[src/common/sdram_addr_pkg.sv]
package sdram_addr_pkg;

  // ----------------------------------------
  // Port address layout
  // ----------------------------------------
  // [25:12] row, [11:9] bank, [8:0] column
  localparam int ADDR_W = 26;

  localparam int ROW_W   = 14;
  localparam int ROW_LSB = 12;

  localparam int BANK_W   = 3;
  localparam int BANK_LSB = 9;

  localparam int COL_W = 9;

  // Row plus bank, starting at BANK_LSB
  localparam int PAGE_W = 17;

  // ----------------------------------------
  // Data path
  // ----------------------------------------
  localparam int DATA_W = 32;
  localparam int MASK_W = 4;  // One bit per 16-bit half, two per beat

  // All-bank precharge, A10 set
  localparam logic [ROW_W-1:0] PRCH_ALL_ADDR = 14'h0400;

endpackage

[src/common/sdram_cmd_pkg.sv]
package sdram_cmd_pkg;

  // ----------------------------------------
  // Command encoding, {ras_n, cas_n, we_n}
  // ----------------------------------------
  typedef enum logic [2:0] {
    MRST = 3'b000,  // Mode register set
    ARSR = 3'b001,  // Auto refresh
    PRCH = 3'b010,  // Row close
    ACTV = 3'b011,  // Row open
    WRTE = 3'b100,
    READ = 3'b101,
    BTRM = 3'b110,  // Burst terminate
    NOOP = 3'b111
  } sdram_cmd_e;

  // ----------------------------------------
  // Timing
  // ----------------------------------------
  localparam logic [2:0] ACTV_TIMEOUT = 3'd4;  // ACTV to PRCH minimum

  // Recovery counter load values, by the command just issued
  localparam logic [3:0] RECOVER_ARSR = 4'd3;
  localparam logic [3:0] RECOVER_ACTV = 4'd12;
  localparam logic [3:0] RECOVER_RW   = 4'd11;
  localparam logic [3:0] RECOVER_IDLE = 4'd14;

  // Issue windows of the recovery counter
  localparam logic [3:0] ISSUE_AT_A   = 4'd13;
  localparam logic [3:0] ISSUE_AT_B   = 4'd14;
  localparam logic [3:0] ISSUE_LATE_A = 4'd14;  // Write recovery before PRCH
  localparam logic [3:0] ISSUE_LATE_B = 4'd15;

  localparam int WRITE_LATENCY = 2;  // WRTE to dq_oe

endpackage

[src/hdl/dq_sequencer.sv]
`timescale 1ns/1ns

module dq_sequencer (
  input  logic                              INPUT_CLK,
  input  logic                              RST,
  input  logic                              write_slot,
  input  logic [sdram_addr_pkg::DATA_W-1:0] dq_in,
  output logic                              dq_oe,
  output logic                              dqs_oe,
  output logic [sdram_addr_pkg::DATA_W-1:0] data_r
);

  // Strobe preamble one cycle ahead of the data
  assign dqs_oe = write_slot || dq_oe;

  always_ff @(posedge INPUT_CLK)
  begin
    if (RST)
      dq_oe <= 1'b0;
    else
      dq_oe <= write_slot;
  end

  // Read capture, every cycle
  always_ff @(posedge INPUT_CLK)
  begin
    data_r <= dq_in;
  end

endmodule

[src/hdl/sdram_ctrl_top.sv]
`timescale 1ns/1ns

module sdram_ctrl_top (
  input  logic                              INPUT_CLK,
  input  logic                              RST,
  input  logic                              refresh_strobe,
  input  logic                              rand_req,
  input  logic                              rand_we,
  input  logic [sdram_addr_pkg::ADDR_W-1:0] rand_addr,
  input  logic                              bulk_req,
  input  logic                              bulk_we,
  input  logic [sdram_addr_pkg::ADDR_W-1:0] bulk_addr,
  input  logic [sdram_addr_pkg::MASK_W-1:0] we_mask,
  input  logic [sdram_addr_pkg::DATA_W-1:0] data_w,
  input  logic [sdram_addr_pkg::DATA_W-1:0] dq_in,
  output sdram_cmd_pkg::sdram_cmd_e         cmd,
  output logic [sdram_addr_pkg::ROW_W-1:0]  addr,
  output logic [sdram_addr_pkg::BANK_W-1:0] bank,
  output logic                              grant_rand,
  output logic                              grant_bulk,
  output logic [sdram_addr_pkg::DATA_W-1:0] dq_out,
  output logic                              dq_oe,
  output logic                              dqs_oe,
  output logic [1:0]                        dm,
  output logic [sdram_addr_pkg::DATA_W-1:0] data_r
);

  logic                              req_rand_q;
  logic                              req_bulk_q;
  logic                              we_sel;
  logic                              sel_bulk;
  logic                              rand_hit;
  logic                              bulk_hit;
  logic                              any_hit;
  logic [sdram_addr_pkg::ADDR_W-1:0] sel_addr;
  logic                              page_open;
  logic [sdram_addr_pkg::PAGE_W-1:0] open_page;
  logic                              refresh_due;
  logic                              cmd_update;
  logic                              after_write;
  logic                              may_issue;
  logic                              actv_done;
  logic [sdram_addr_pkg::MASK_W-1:0] wr_mask;
  logic                              write_slot;

  // ----------------------------------------
  // Scheduler
  // ----------------------------------------
  request_latch u_request_latch (
    .INPUT_CLK   (INPUT_CLK),
    .RST         (RST),
    .rand_req    (rand_req),
    .rand_we     (rand_we),
    .rand_addr   (rand_addr),
    .bulk_req    (bulk_req),
    .bulk_we     (bulk_we),
    .bulk_addr   (bulk_addr),
    .page_open   (page_open),
    .open_page   (open_page),
    .refresh_due (refresh_due),
    .req_rand_q  (req_rand_q),
    .req_bulk_q  (req_bulk_q),
    .we_sel      (we_sel),
    .sel_bulk    (sel_bulk),
    .rand_hit    (rand_hit),
    .bulk_hit    (bulk_hit),
    .any_hit     (any_hit),
    .sel_addr    (sel_addr)
  );

  bank_timer u_bank_timer (
    .INPUT_CLK   (INPUT_CLK),
    .RST         (RST),
    .cmd_q       (cmd),
    .cmd_update  (cmd_update),
    .after_write (after_write),
    .may_issue   (may_issue),
    .actv_done   (actv_done)
  );

  command_scheduler u_command_scheduler (
    .INPUT_CLK      (INPUT_CLK),
    .RST            (RST),
    .refresh_strobe (refresh_strobe),
    .req_rand_q     (req_rand_q),
    .req_bulk_q     (req_bulk_q),
    .we_sel         (we_sel),
    .sel_bulk       (sel_bulk),
    .rand_hit       (rand_hit),
    .bulk_hit       (bulk_hit),
    .any_hit        (any_hit),
    .sel_addr       (sel_addr),
    .we_mask        (we_mask),
    .may_issue      (may_issue),
    .actv_done      (actv_done),
    .cmd            (cmd),
    .addr           (addr),
    .bank           (bank),
    .grant_rand     (grant_rand),
    .grant_bulk     (grant_bulk),
    .wr_mask        (wr_mask),
    .page_open      (page_open),
    .open_page      (open_page),
    .refresh_due    (refresh_due),
    .cmd_update     (cmd_update),
    .after_write    (after_write)
  );

  // ----------------------------------------
  // Data side
  // ----------------------------------------
  write_data_pipe u_write_data_pipe (
    .INPUT_CLK  (INPUT_CLK),
    .RST        (RST),
    .cmd        (cmd),
    .data_w     (data_w),
    .we_mask    (wr_mask),
    .dq_out     (dq_out),
    .dm         (dm),
    .write_slot (write_slot)
  );

  dq_sequencer u_dq_sequencer (
    .INPUT_CLK  (INPUT_CLK),
    .RST        (RST),
    .write_slot (write_slot),
    .dq_in      (dq_in),
    .dq_oe      (dq_oe),
    .dqs_oe     (dqs_oe),
    .data_r     (data_r)
  );

endmodule

[src/hdl/write_data_pipe.sv]
`timescale 1ns/1ns

module write_data_pipe (
  input  logic                              INPUT_CLK,
  input  logic                              RST,
  input  sdram_cmd_pkg::sdram_cmd_e         cmd,
  input  logic [sdram_addr_pkg::DATA_W-1:0] data_w,
  input  logic [sdram_addr_pkg::MASK_W-1:0] we_mask,
  output logic [sdram_addr_pkg::DATA_W-1:0] dq_out,
  output logic [1:0]                        dm,
  output logic                              write_slot
);

  logic [sdram_addr_pkg::DATA_W-1:0]        data_hold;
  logic [sdram_addr_pkg::DATA_W-1:0]        data_s1;
  logic [sdram_addr_pkg::MASK_W-1:0]        mask_s1;
  logic [sdram_cmd_pkg::WRITE_LATENCY-1:0]  wr_pipe;
  logic                                     wr_now;

  assign wr_now     = (cmd == sdram_cmd_pkg::WRTE);
  assign write_slot = wr_pipe[sdram_cmd_pkg::WRITE_LATENCY-2];  // Cycle before the bus slot

  always_ff @(posedge INPUT_CLK)
  begin
    if (RST)
      wr_pipe <= '0;
    else
      wr_pipe <= {wr_pipe[sdram_cmd_pkg::WRITE_LATENCY-2:0], wr_now};
  end

  // ----------------------------------------
  // Data and mask delay line
  // ----------------------------------------
  always_ff @(posedge INPUT_CLK)
  begin
    data_hold <= data_w;  // Value seen at the issue edge
    if (wr_now)
    begin
      data_s1 <= data_hold;
      mask_s1 <= we_mask;
    end
    if (write_slot)
    begin
      dq_out <= data_s1;
      dm     <= ~mask_s1[sdram_addr_pkg::MASK_W-1 -: 2];  // Upper pair first
    end
    else if (wr_pipe[sdram_cmd_pkg::WRITE_LATENCY-1])
      dm <= ~mask_s1[1:0];
  end

endmodule

[src/scheduler/bank_timer.sv]
`timescale 1ns/1ns

module bank_timer (
  input  logic                       INPUT_CLK,
  input  logic                       RST,
  input  sdram_cmd_pkg::sdram_cmd_e  cmd_q,
  input  logic                       cmd_update,
  input  logic                       after_write,
  output logic                       may_issue,
  output logic                       actv_done
);

  logic [$bits(sdram_cmd_pkg::RECOVER_IDLE)-1:0] counter;
  logic [$bits(sdram_cmd_pkg::ACTV_TIMEOUT)-1:0] actv_cnt;
  logic                                          ready_q;
  logic                                          extra_pass;
  logic                                          in_norm;
  logic                                          in_late;
  logic                                          window;

  assign in_norm = (counter == sdram_cmd_pkg::ISSUE_AT_A) ||
                   (counter == sdram_cmd_pkg::ISSUE_AT_B);
  assign in_late = (counter == sdram_cmd_pkg::ISSUE_LATE_A) ||
                   (counter == sdram_cmd_pkg::ISSUE_LATE_B);

  // No window on the first lap after a refresh
  assign window = !extra_pass && (after_write ? in_late : in_norm);

  assign may_issue = ready_q && !cmd_update;
  assign actv_done = (actv_cnt == sdram_cmd_pkg::ACTV_TIMEOUT);

  // ----------------------------------------
  // Recovery counter
  // ----------------------------------------
  always_ff @(posedge INPUT_CLK)
  begin
    if (RST)
    begin
      counter    <= '1;
      ready_q    <= 1'b0;
      extra_pass <= 1'b1;  // Full lap out of reset
    end
    else if (cmd_update)
    begin
      ready_q <= 1'b0;
      case (cmd_q)
        sdram_cmd_pkg::ARSR:
        begin
          counter    <= sdram_cmd_pkg::RECOVER_ARSR;
          extra_pass <= 1'b1;
        end
        sdram_cmd_pkg::ACTV: counter <= sdram_cmd_pkg::RECOVER_ACTV;
        sdram_cmd_pkg::NOOP: counter <= sdram_cmd_pkg::RECOVER_IDLE;  // Retry slot
        default:             counter <= sdram_cmd_pkg::RECOVER_RW;
      endcase
    end
    else
    begin
      ready_q <= window;
      if (!ready_q)
        counter <= counter + 1'b1;  // Parked once ready
      if (counter == '0)
        extra_pass <= 1'b0;
    end
  end

  // ACTV to PRCH timeout
  always_ff @(posedge INPUT_CLK)
  begin
    if (RST)
      actv_cnt <= sdram_cmd_pkg::ACTV_TIMEOUT;
    else if (cmd_update && (cmd_q == sdram_cmd_pkg::ACTV))
      actv_cnt <= '0;
    else if (!actv_done)
      actv_cnt <= actv_cnt + 1'b1;
  end

endmodule

[src/scheduler/command_scheduler.sv]
`timescale 1ns/1ns

module command_scheduler (
  input  logic                              INPUT_CLK,
  input  logic                              RST,
  input  logic                              refresh_strobe,
  input  logic                              req_rand_q,
  input  logic                              req_bulk_q,
  input  logic                              we_sel,
  input  logic                              sel_bulk,
  input  logic                              rand_hit,
  input  logic                              bulk_hit,
  input  logic                              any_hit,
  input  logic [sdram_addr_pkg::ADDR_W-1:0] sel_addr,
  input  logic [sdram_addr_pkg::MASK_W-1:0] we_mask,
  input  logic                              may_issue,
  input  logic                              actv_done,
  output sdram_cmd_pkg::sdram_cmd_e         cmd,
  output logic [sdram_addr_pkg::ROW_W-1:0]  addr,
  output logic [sdram_addr_pkg::BANK_W-1:0] bank,
  output logic                              grant_rand,
  output logic                              grant_bulk,
  output logic [sdram_addr_pkg::MASK_W-1:0] wr_mask,
  output logic                              page_open,
  output logic [sdram_addr_pkg::PAGE_W-1:0] open_page,
  output logic                              refresh_due,
  output logic                              cmd_update,
  output logic                              after_write
);

  localparam int COL_PAD = sdram_addr_pkg::ROW_W - sdram_addr_pkg::COL_W - 1;

  sdram_cmd_pkg::sdram_cmd_e        next_cmd;
  logic [sdram_addr_pkg::ROW_W-1:0] next_addr;
  logic                             want;
  logic                             issue;
  logic                             last_write;
  logic                             refresh_ack;

  assign want  = req_rand_q || req_bulk_q || refresh_due;
  assign issue = may_issue && want;

  // Closing a page right after a write takes the late window
  assign after_write = page_open && last_write && !any_hit;

  // ----------------------------------------
  // Command and address choice
  // ----------------------------------------
  always_comb
  begin
    if (any_hit)
      next_cmd = we_sel ? sdram_cmd_pkg::WRTE : sdram_cmd_pkg::READ;
    else if (page_open)
      next_cmd = actv_done ? sdram_cmd_pkg::PRCH : sdram_cmd_pkg::NOOP;  // Wait out tRAS
    else if (refresh_due)
      next_cmd = sdram_cmd_pkg::ARSR;
    else
      next_cmd = sdram_cmd_pkg::ACTV;
  end

  always_comb
  begin
    if (any_hit)
      next_addr = {{COL_PAD{1'b0}}, sel_addr[sdram_addr_pkg::COL_W-1:0], 1'b0};
    else if (page_open)
      next_addr = sdram_addr_pkg::PRCH_ALL_ADDR;
    else
      next_addr = sel_addr[sdram_addr_pkg::ROW_LSB +: sdram_addr_pkg::ROW_W];
  end

  // ----------------------------------------
  // Issue, grants, page and refresh state
  // ----------------------------------------
  always_ff @(posedge INPUT_CLK)
  begin
    if (RST)
    begin
      cmd         <= sdram_cmd_pkg::NOOP;
      cmd_update  <= 1'b0;
      grant_rand  <= 1'b0;
      grant_bulk  <= 1'b0;
      page_open   <= 1'b0;
      last_write  <= 1'b0;
      refresh_ack <= refresh_strobe;
      refresh_due <= 1'b0;
    end
    else
    begin
      cmd_update  <= issue;
      refresh_due <= refresh_strobe ^ refresh_ack;
      if (issue)
      begin
        cmd        <= next_cmd;
        grant_rand <= rand_hit && !sel_bulk;
        grant_bulk <= bulk_hit && sel_bulk;
        case (next_cmd)
          sdram_cmd_pkg::ACTV: page_open <= 1'b1;
          sdram_cmd_pkg::PRCH: page_open <= 1'b0;
          sdram_cmd_pkg::ARSR: refresh_ack <= refresh_strobe;
          default: ;
        endcase
        if (next_cmd != sdram_cmd_pkg::NOOP)
          last_write <= (next_cmd == sdram_cmd_pkg::WRTE);
      end
      else
      begin
        cmd        <= sdram_cmd_pkg::NOOP;  // Single-cycle commands
        grant_rand <= 1'b0;
        grant_bulk <= 1'b0;
      end
    end
  end

  always_ff @(posedge INPUT_CLK)
  begin
    if (issue)
    begin
      addr    <= next_addr;
      wr_mask <= we_mask;
      if (next_cmd == sdram_cmd_pkg::ACTV)
      begin
        open_page <= sel_addr[sdram_addr_pkg::BANK_LSB +: sdram_addr_pkg::PAGE_W];
        bank      <= sel_addr[sdram_addr_pkg::BANK_LSB +: sdram_addr_pkg::BANK_W];
      end
    end
  end

endmodule

[src/scheduler/request_latch.sv]
`timescale 1ns/1ns

module request_latch (
  input  logic                              INPUT_CLK,
  input  logic                              RST,
  input  logic                              rand_req,
  input  logic                              rand_we,
  input  logic [sdram_addr_pkg::ADDR_W-1:0] rand_addr,
  input  logic                              bulk_req,
  input  logic                              bulk_we,
  input  logic [sdram_addr_pkg::ADDR_W-1:0] bulk_addr,
  input  logic                              page_open,
  input  logic [sdram_addr_pkg::PAGE_W-1:0] open_page,
  input  logic                              refresh_due,
  output logic                              req_rand_q,
  output logic                              req_bulk_q,
  output logic                              we_sel,
  output logic                              sel_bulk,
  output logic                              rand_hit,
  output logic                              bulk_hit,
  output logic                              any_hit,
  output logic [sdram_addr_pkg::ADDR_W-1:0] sel_addr
);

  logic                              rand_we_q;
  logic                              bulk_we_q;
  logic [sdram_addr_pkg::ADDR_W-1:0] rand_addr_q;
  logic [sdram_addr_pkg::ADDR_W-1:0] bulk_addr_q;
  logic                              rand_match;
  logic                              bulk_match;

  // Page compare on the live port, sampled together with the request
  assign rand_match = rand_req && page_open && !refresh_due &&
                      (rand_addr[sdram_addr_pkg::BANK_LSB +: sdram_addr_pkg::PAGE_W] ==
                       open_page);
  assign bulk_match = bulk_req && page_open && !refresh_due &&
                      (bulk_addr[sdram_addr_pkg::BANK_LSB +: sdram_addr_pkg::PAGE_W] ==
                       open_page);

  always_ff @(posedge INPUT_CLK)
  begin
    if (RST)
    begin
      req_rand_q <= 1'b0;
      req_bulk_q <= 1'b0;
      rand_hit   <= 1'b0;
      bulk_hit   <= 1'b0;
      any_hit    <= 1'b0;
    end
    else
    begin
      req_rand_q <= rand_req;
      req_bulk_q <= bulk_req;
      rand_hit   <= rand_match;
      bulk_hit   <= bulk_match;
      any_hit    <= bulk_req ? bulk_match : rand_match;  // Hit of the chosen port
    end
  end

  always_ff @(posedge INPUT_CLK)
  begin
    rand_we_q   <= rand_we;
    bulk_we_q   <= bulk_we;
    rand_addr_q <= rand_addr;
    bulk_addr_q <= bulk_addr;
  end

  // Bulk wins whenever it asks
  assign sel_bulk = req_bulk_q;
  assign we_sel   = sel_bulk ? bulk_we_q : (req_rand_q && rand_we_q);
  assign sel_addr = sel_bulk ? bulk_addr_q : rand_addr_q;

endmodule

[config.mk]
export PLATFORM = sky130hd
export DESIGN_NAME = sdram_ctrl_top
export DESIGN_NICKNAME = d
export VERILOG_FILES = /design/src/common/sdram_addr_pkg.sv /design/src/common/sdram_cmd_pkg.sv /design/src/hdl/dq_sequencer.sv /design/src/hdl/sdram_ctrl_top.sv /design/src/hdl/write_data_pipe.sv /design/src/scheduler/bank_timer.sv /design/src/scheduler/command_scheduler.sv /design/src/scheduler/request_latch.sv
export SDC_FILE = /design/constraint.sdc
export NUM_CORES = 1
export LEC_CHECK = 0
export ABC_AREA = 1
export BUFFER_PORTS_ARGS = -buffer_cell sky130_fd_sc_hd__buf_2
export CAP_MARGIN = 5
export CORE_ASPECT_RATIO = 2
export CORE_MARGIN = 3
export CORE_UTILIZATION = 40
export CTS_CLUSTER_SIZE = 12
export DETAILED_ROUTE_END_ITERATION = 16
export HOLD_SLACK_MARGIN = 0.08
export PLACE_DENSITY = 0.67
export SYNTH_ARGS = -nofsm -noshare
export SYNTH_HDL_FRONTEND = slang
export SYNTH_HIERARCHICAL = 1
export SYNTH_SLANG_ARGS = --single-unit
[constraint.sdc]
create_clock -name INPUT_CLK -period 2.8 [get_ports INPUT_CLK]
set_input_delay 0.28 -clock INPUT_CLK [delete_from_list [all_inputs] [get_ports INPUT_CLK]]
set_output_delay 0.28 -clock INPUT_CLK [all_outputs]
set_load 0.01 [all_outputs]
==> flow_metrics.env <==
export IMPL_ys_seq_elements=250
export IMPL_num_vias=5569
export IMPL_routedWlPerCell_um=15.02
export IMPL_crit_type="reg -> reg"
export IMPL_synthArstFlopShare_pct=0
export IMPL_synth_ff_type="dfxtp_1"
export IMPL_powerDensity_nw_per_um2=663.7
export IMPL_viasPerCell=4.382
export IMPL_ff2ff_path_depth=9
export IMPL_rsz0062_at_grt="false"
export IMPL_worst_setup_path_start_kind="register"
export IMPL_yosysSeqAreaShare_pct=77.68
export IMPL_finalWeightedCongestion=0.8391
export IMPL_grt_overflow=0
export IMPL_synth_commonest_cells="nand2_1, dfxtp_1, edfxtp_1"
export IMPL_holdCritPathClass="in -> reg"
export IMPL_crit_chain="inv_1 > ha_1 > nand2_1 > inv_1 > nand2_1 > inv_1 > nor2_1 > nand3_1 > inv_1"
export IMPL_cts_buffer_depth=3
export IMPL_min_period_ns=2.116
export IMPL_syn_num_nets=768
export IMPL_max_stage_delay_ns=0.56
export IMPL_grt_met2_usage_pct=35.80
export IMPL_grt_first_pass_wirelength_um=29560
export IMPL_outcome="complete, no violations"
export IMPL_dp_cells=1099
export IMPL_initial_core_util_pct=41.08
export IMPL_grt_busiest_layer="met2"
export IMPL_min_delay_start="RST"
export IMPL_portBuffers=216
export IMPL_row_count=71
export IMPL_crit_top_cell="inv_1"
export IMPL_grt_max_degree=40
export IMPL_route_detailed_drc=0
export IMPL_cts_buffers=25
export IMPL_grt_total_usage_pct=17.69
export IMPL_wl_um=19090
export IMPL_synthCells=636
export IMPL_cts_max_level=1
export IMPL_die_width_um=104.8
export IMPL_rrSetupSlack_ns=0.68
export IMPL_grtUsageMet3_pct=3.136
export IMPL_drv_slew=0
export IMPL_layout_cells_non_filler=1271
export IMPL_cp_arrival_ns=2.25
export IMPL_leakage_uw=0.004963
export IMPL_cts_tree="built"
export IMPL_num_io_pins=217
export IMPL_required_ns=2.94
export IMPL_ctsResizeCount=0
export IMPL_drive_gt1_share_pct=26.80
export IMPL_worst_clock_skew_ns=0.01742
export IMPL_synth_warnings=6
export IMPL_clkTransAtPathRegs_ns=0.06
export IMPL_whs_path_depth=2
export IMPL_syn_to_final_growth_pct=43.09
export IMPL_critPathCaptureType="register"
export IMPL_die_y_um=203.6
export IMPL_ir_worst_vdd_uv=510.6
export IMPL_initialDrtViolationCount=199
export IMPL_grt_met1_usage_pct=17.38
export IMPL_hpwl_um=13020
export IMPL_max_cap_viol_count=0
export IMPL_netlist_area_sq_um=7809
export IMPL_antenna_found_initial=0
export IMPL_min_to="u_write_data_pipe/wr_pipe[0]$_SDFF_PP0_"
export IMPL_cp_max_fo=17
export IMPL_cpMaxStageDelayCell="inv_1"
export IMPL_die_area_sq_um=21340
export IMPL_core_area_sq_um=19010
export IMPL_r2r_end="u_command_scheduler/open_page[11]$_DFFE_PP_"
export IMPL_grt_pass1_vias=5765
export IMPL_nets=1128
export IMPL_synth_top_area_cell="edfxtp_1"
export IMPL_min_period_over_period_pct=75.57
export IMPL_relSlewSlack_pct=46.07
export IMPL_syn_area_per_cell_sq_um=12.28
export IMPL_clock_sinks=250
export IMPL_hold_viol=0
export IMPL_synth_edf_count=106
export IMPL_clock_fmax_ghz=0.4726
export IMPL_yosysMostFrequentCell="nand2_1"
export IMPL_max_slew_worst_pin_slew_ns=0.8089
export IMPL_synth_top_area_share_pct=40.76
export IMPL_cts_hold_buf=125
export IMPL_post_cts_buffers=0
export IMPL_synth_distinct_cells=28
export IMPL_fin_setup_tns_ns=0
export IMPL_clock_root_buffer="clkbuf_16"
export IMPL_r2r_start="u_bank_timer/actv_cnt[0]$_SDFFE_PP0N_"
export IMPL_ant_nets=0
export IMPL_dr_pass1_iters=5
export IMPL_setup_violations_final=0
export IMPL_synth_area_top_cells="edfxtp_1, dfxtp_1, nand2_1"
export IMPL_clk_latency_ns=0.51
[how the worst max path moves through the flow]
stage | from | end | slack, ns | cells past startpoint
2_1_floorplan | u_command_scheduler/cmd_update$_SDFF_PP0_ | u_command_scheduler/bank[0]$_DFFE_PP_ | 0.19 | 6
4_1_cts | u_bank_timer/actv_cnt[0]$_SDFFE_PP0N_ | u_command_scheduler/open_page[11]$_DFFE_PP_ | 0.69 | 9
5_1_grt | u_bank_timer/actv_cnt[0]$_SDFFE_PP0N_ | u_command_scheduler/open_page[9]$_DFFE_PP_ | 0.51 | 9
3_5_place_dp | u_bank_timer/actv_cnt[0]$_SDFFE_PP0N_ | u_command_scheduler/open_page[13]$_DFFE_PP_ | 0.72 | 9
3_3_place_gp | u_bank_timer/actv_cnt[0]$_SDFFE_PP0N_ | u_command_scheduler/open_page[13]$_DFFE_PP_ | 0.75 | 9
6_report | u_bank_timer/actv_cnt[0]$_SDFFE_PP0N_ | u_command_scheduler/open_page[11]$_DFFE_PP_ | 0.68 | 9
[report_power, final]
part	switching, uW	total [uW]	internal [uW]
Clock	1290	3050	1760
Combinational	191	436	245
Sequential	37.0	3930	3890
[cell families after synthesis]
logic type | Yosys count | synth area share [%]
and+or+nand+nor | 260 | 13.68
DFF | 250 | 77.68
buffers and inverters | 76 | 3.974
AOI/OAI and AO/OA | 29 | 2.067
xor gates and xnor gates | 16 | 1.795
adders and majority gates | 5 | 0.8012
[critical path: cells and delay by family, from the launching register on]
family        cells  cell delay, ns
buf+inv           4            0.78
flops             1            0.34
simple gates      4            0.42
fa+ha+maj         1            0.20
[layout make-up]
class	instances	area [sq um]
Fill cell	1575	7838
Sequential cell	250	6067
Timing Repair Buffer	345	2362
Multi-Input combinational cell	310	1436
Clock buffer	44	728.2
Tap cell	255	319.1
Inverter	64	240.2
Clock inverter	2	17.52
Antenna cell	1	2.502
[layer usage]
layer,wire length [um],vias to the layer above
met4,550,0
met3,1053,38
met2,11060,217
met1,6421,2552
li1,-,2762
met5,0,-
[flip-flops by register name, summed over array words and instances, names as in the netlist, 2 cells and up]
register,cells
u_write_data_pipe/mask_s1,4
u_command_scheduler/wr_mask,4
u_bank_timer/actv_cnt,3
u_write_data_pipe/dq_out,32
u_command_scheduler/addr,14
u_command_scheduler/open_page,15
u_write_data_pipe/data_hold,32
u_request_latch/rand_addr_q,26
u_write_data_pipe/dm,2
u_command_scheduler/bank,2
u_write_data_pipe/data_s1,32
u_write_data_pipe/wr_pipe,2
u_request_latch/bulk_addr_q,26
u_command_scheduler/cmd,3
u_dq_sequencer/data_r,32
u_bank_timer/counter,4
[stage by stage]
step	power (uW)	hold slack (ns)	utilization, %	area (sq um)	setup WS [ns]
2_1_floorplan	4125	0.3077	-	7809	0.1925
3_3_place_gp	4293	0.3818	48.26	9174	0.7531
3_5_place_dp	4302	0.3836	48.26	9174	0.7213
4_1_cts	7501	0.1347	58.76	11170	0.6892
5_1_grt	7708	0.1532	58.76	11170	0.5080
6_report	7416	0.1548	58.77	11170	0.6841
[cells in the final DEF, fill, tap and decap left out, drive strengths merged]
cell	instances
buf	220
nand2	186
dfxtp	144
dlygate4sd3	125
edfxtp	106
inv	66
clkbuf	44
nor2	41
nand3	25
o21ai	17
xnor2	13
a21oi	8
ha	5
nand4	4
xor2	3
o211ai	2
or2	2
diode	1
a21boi	1
and3	1
o22ai	1
nor3	1
Note: power is estimated with default switching activity, not from simulation.
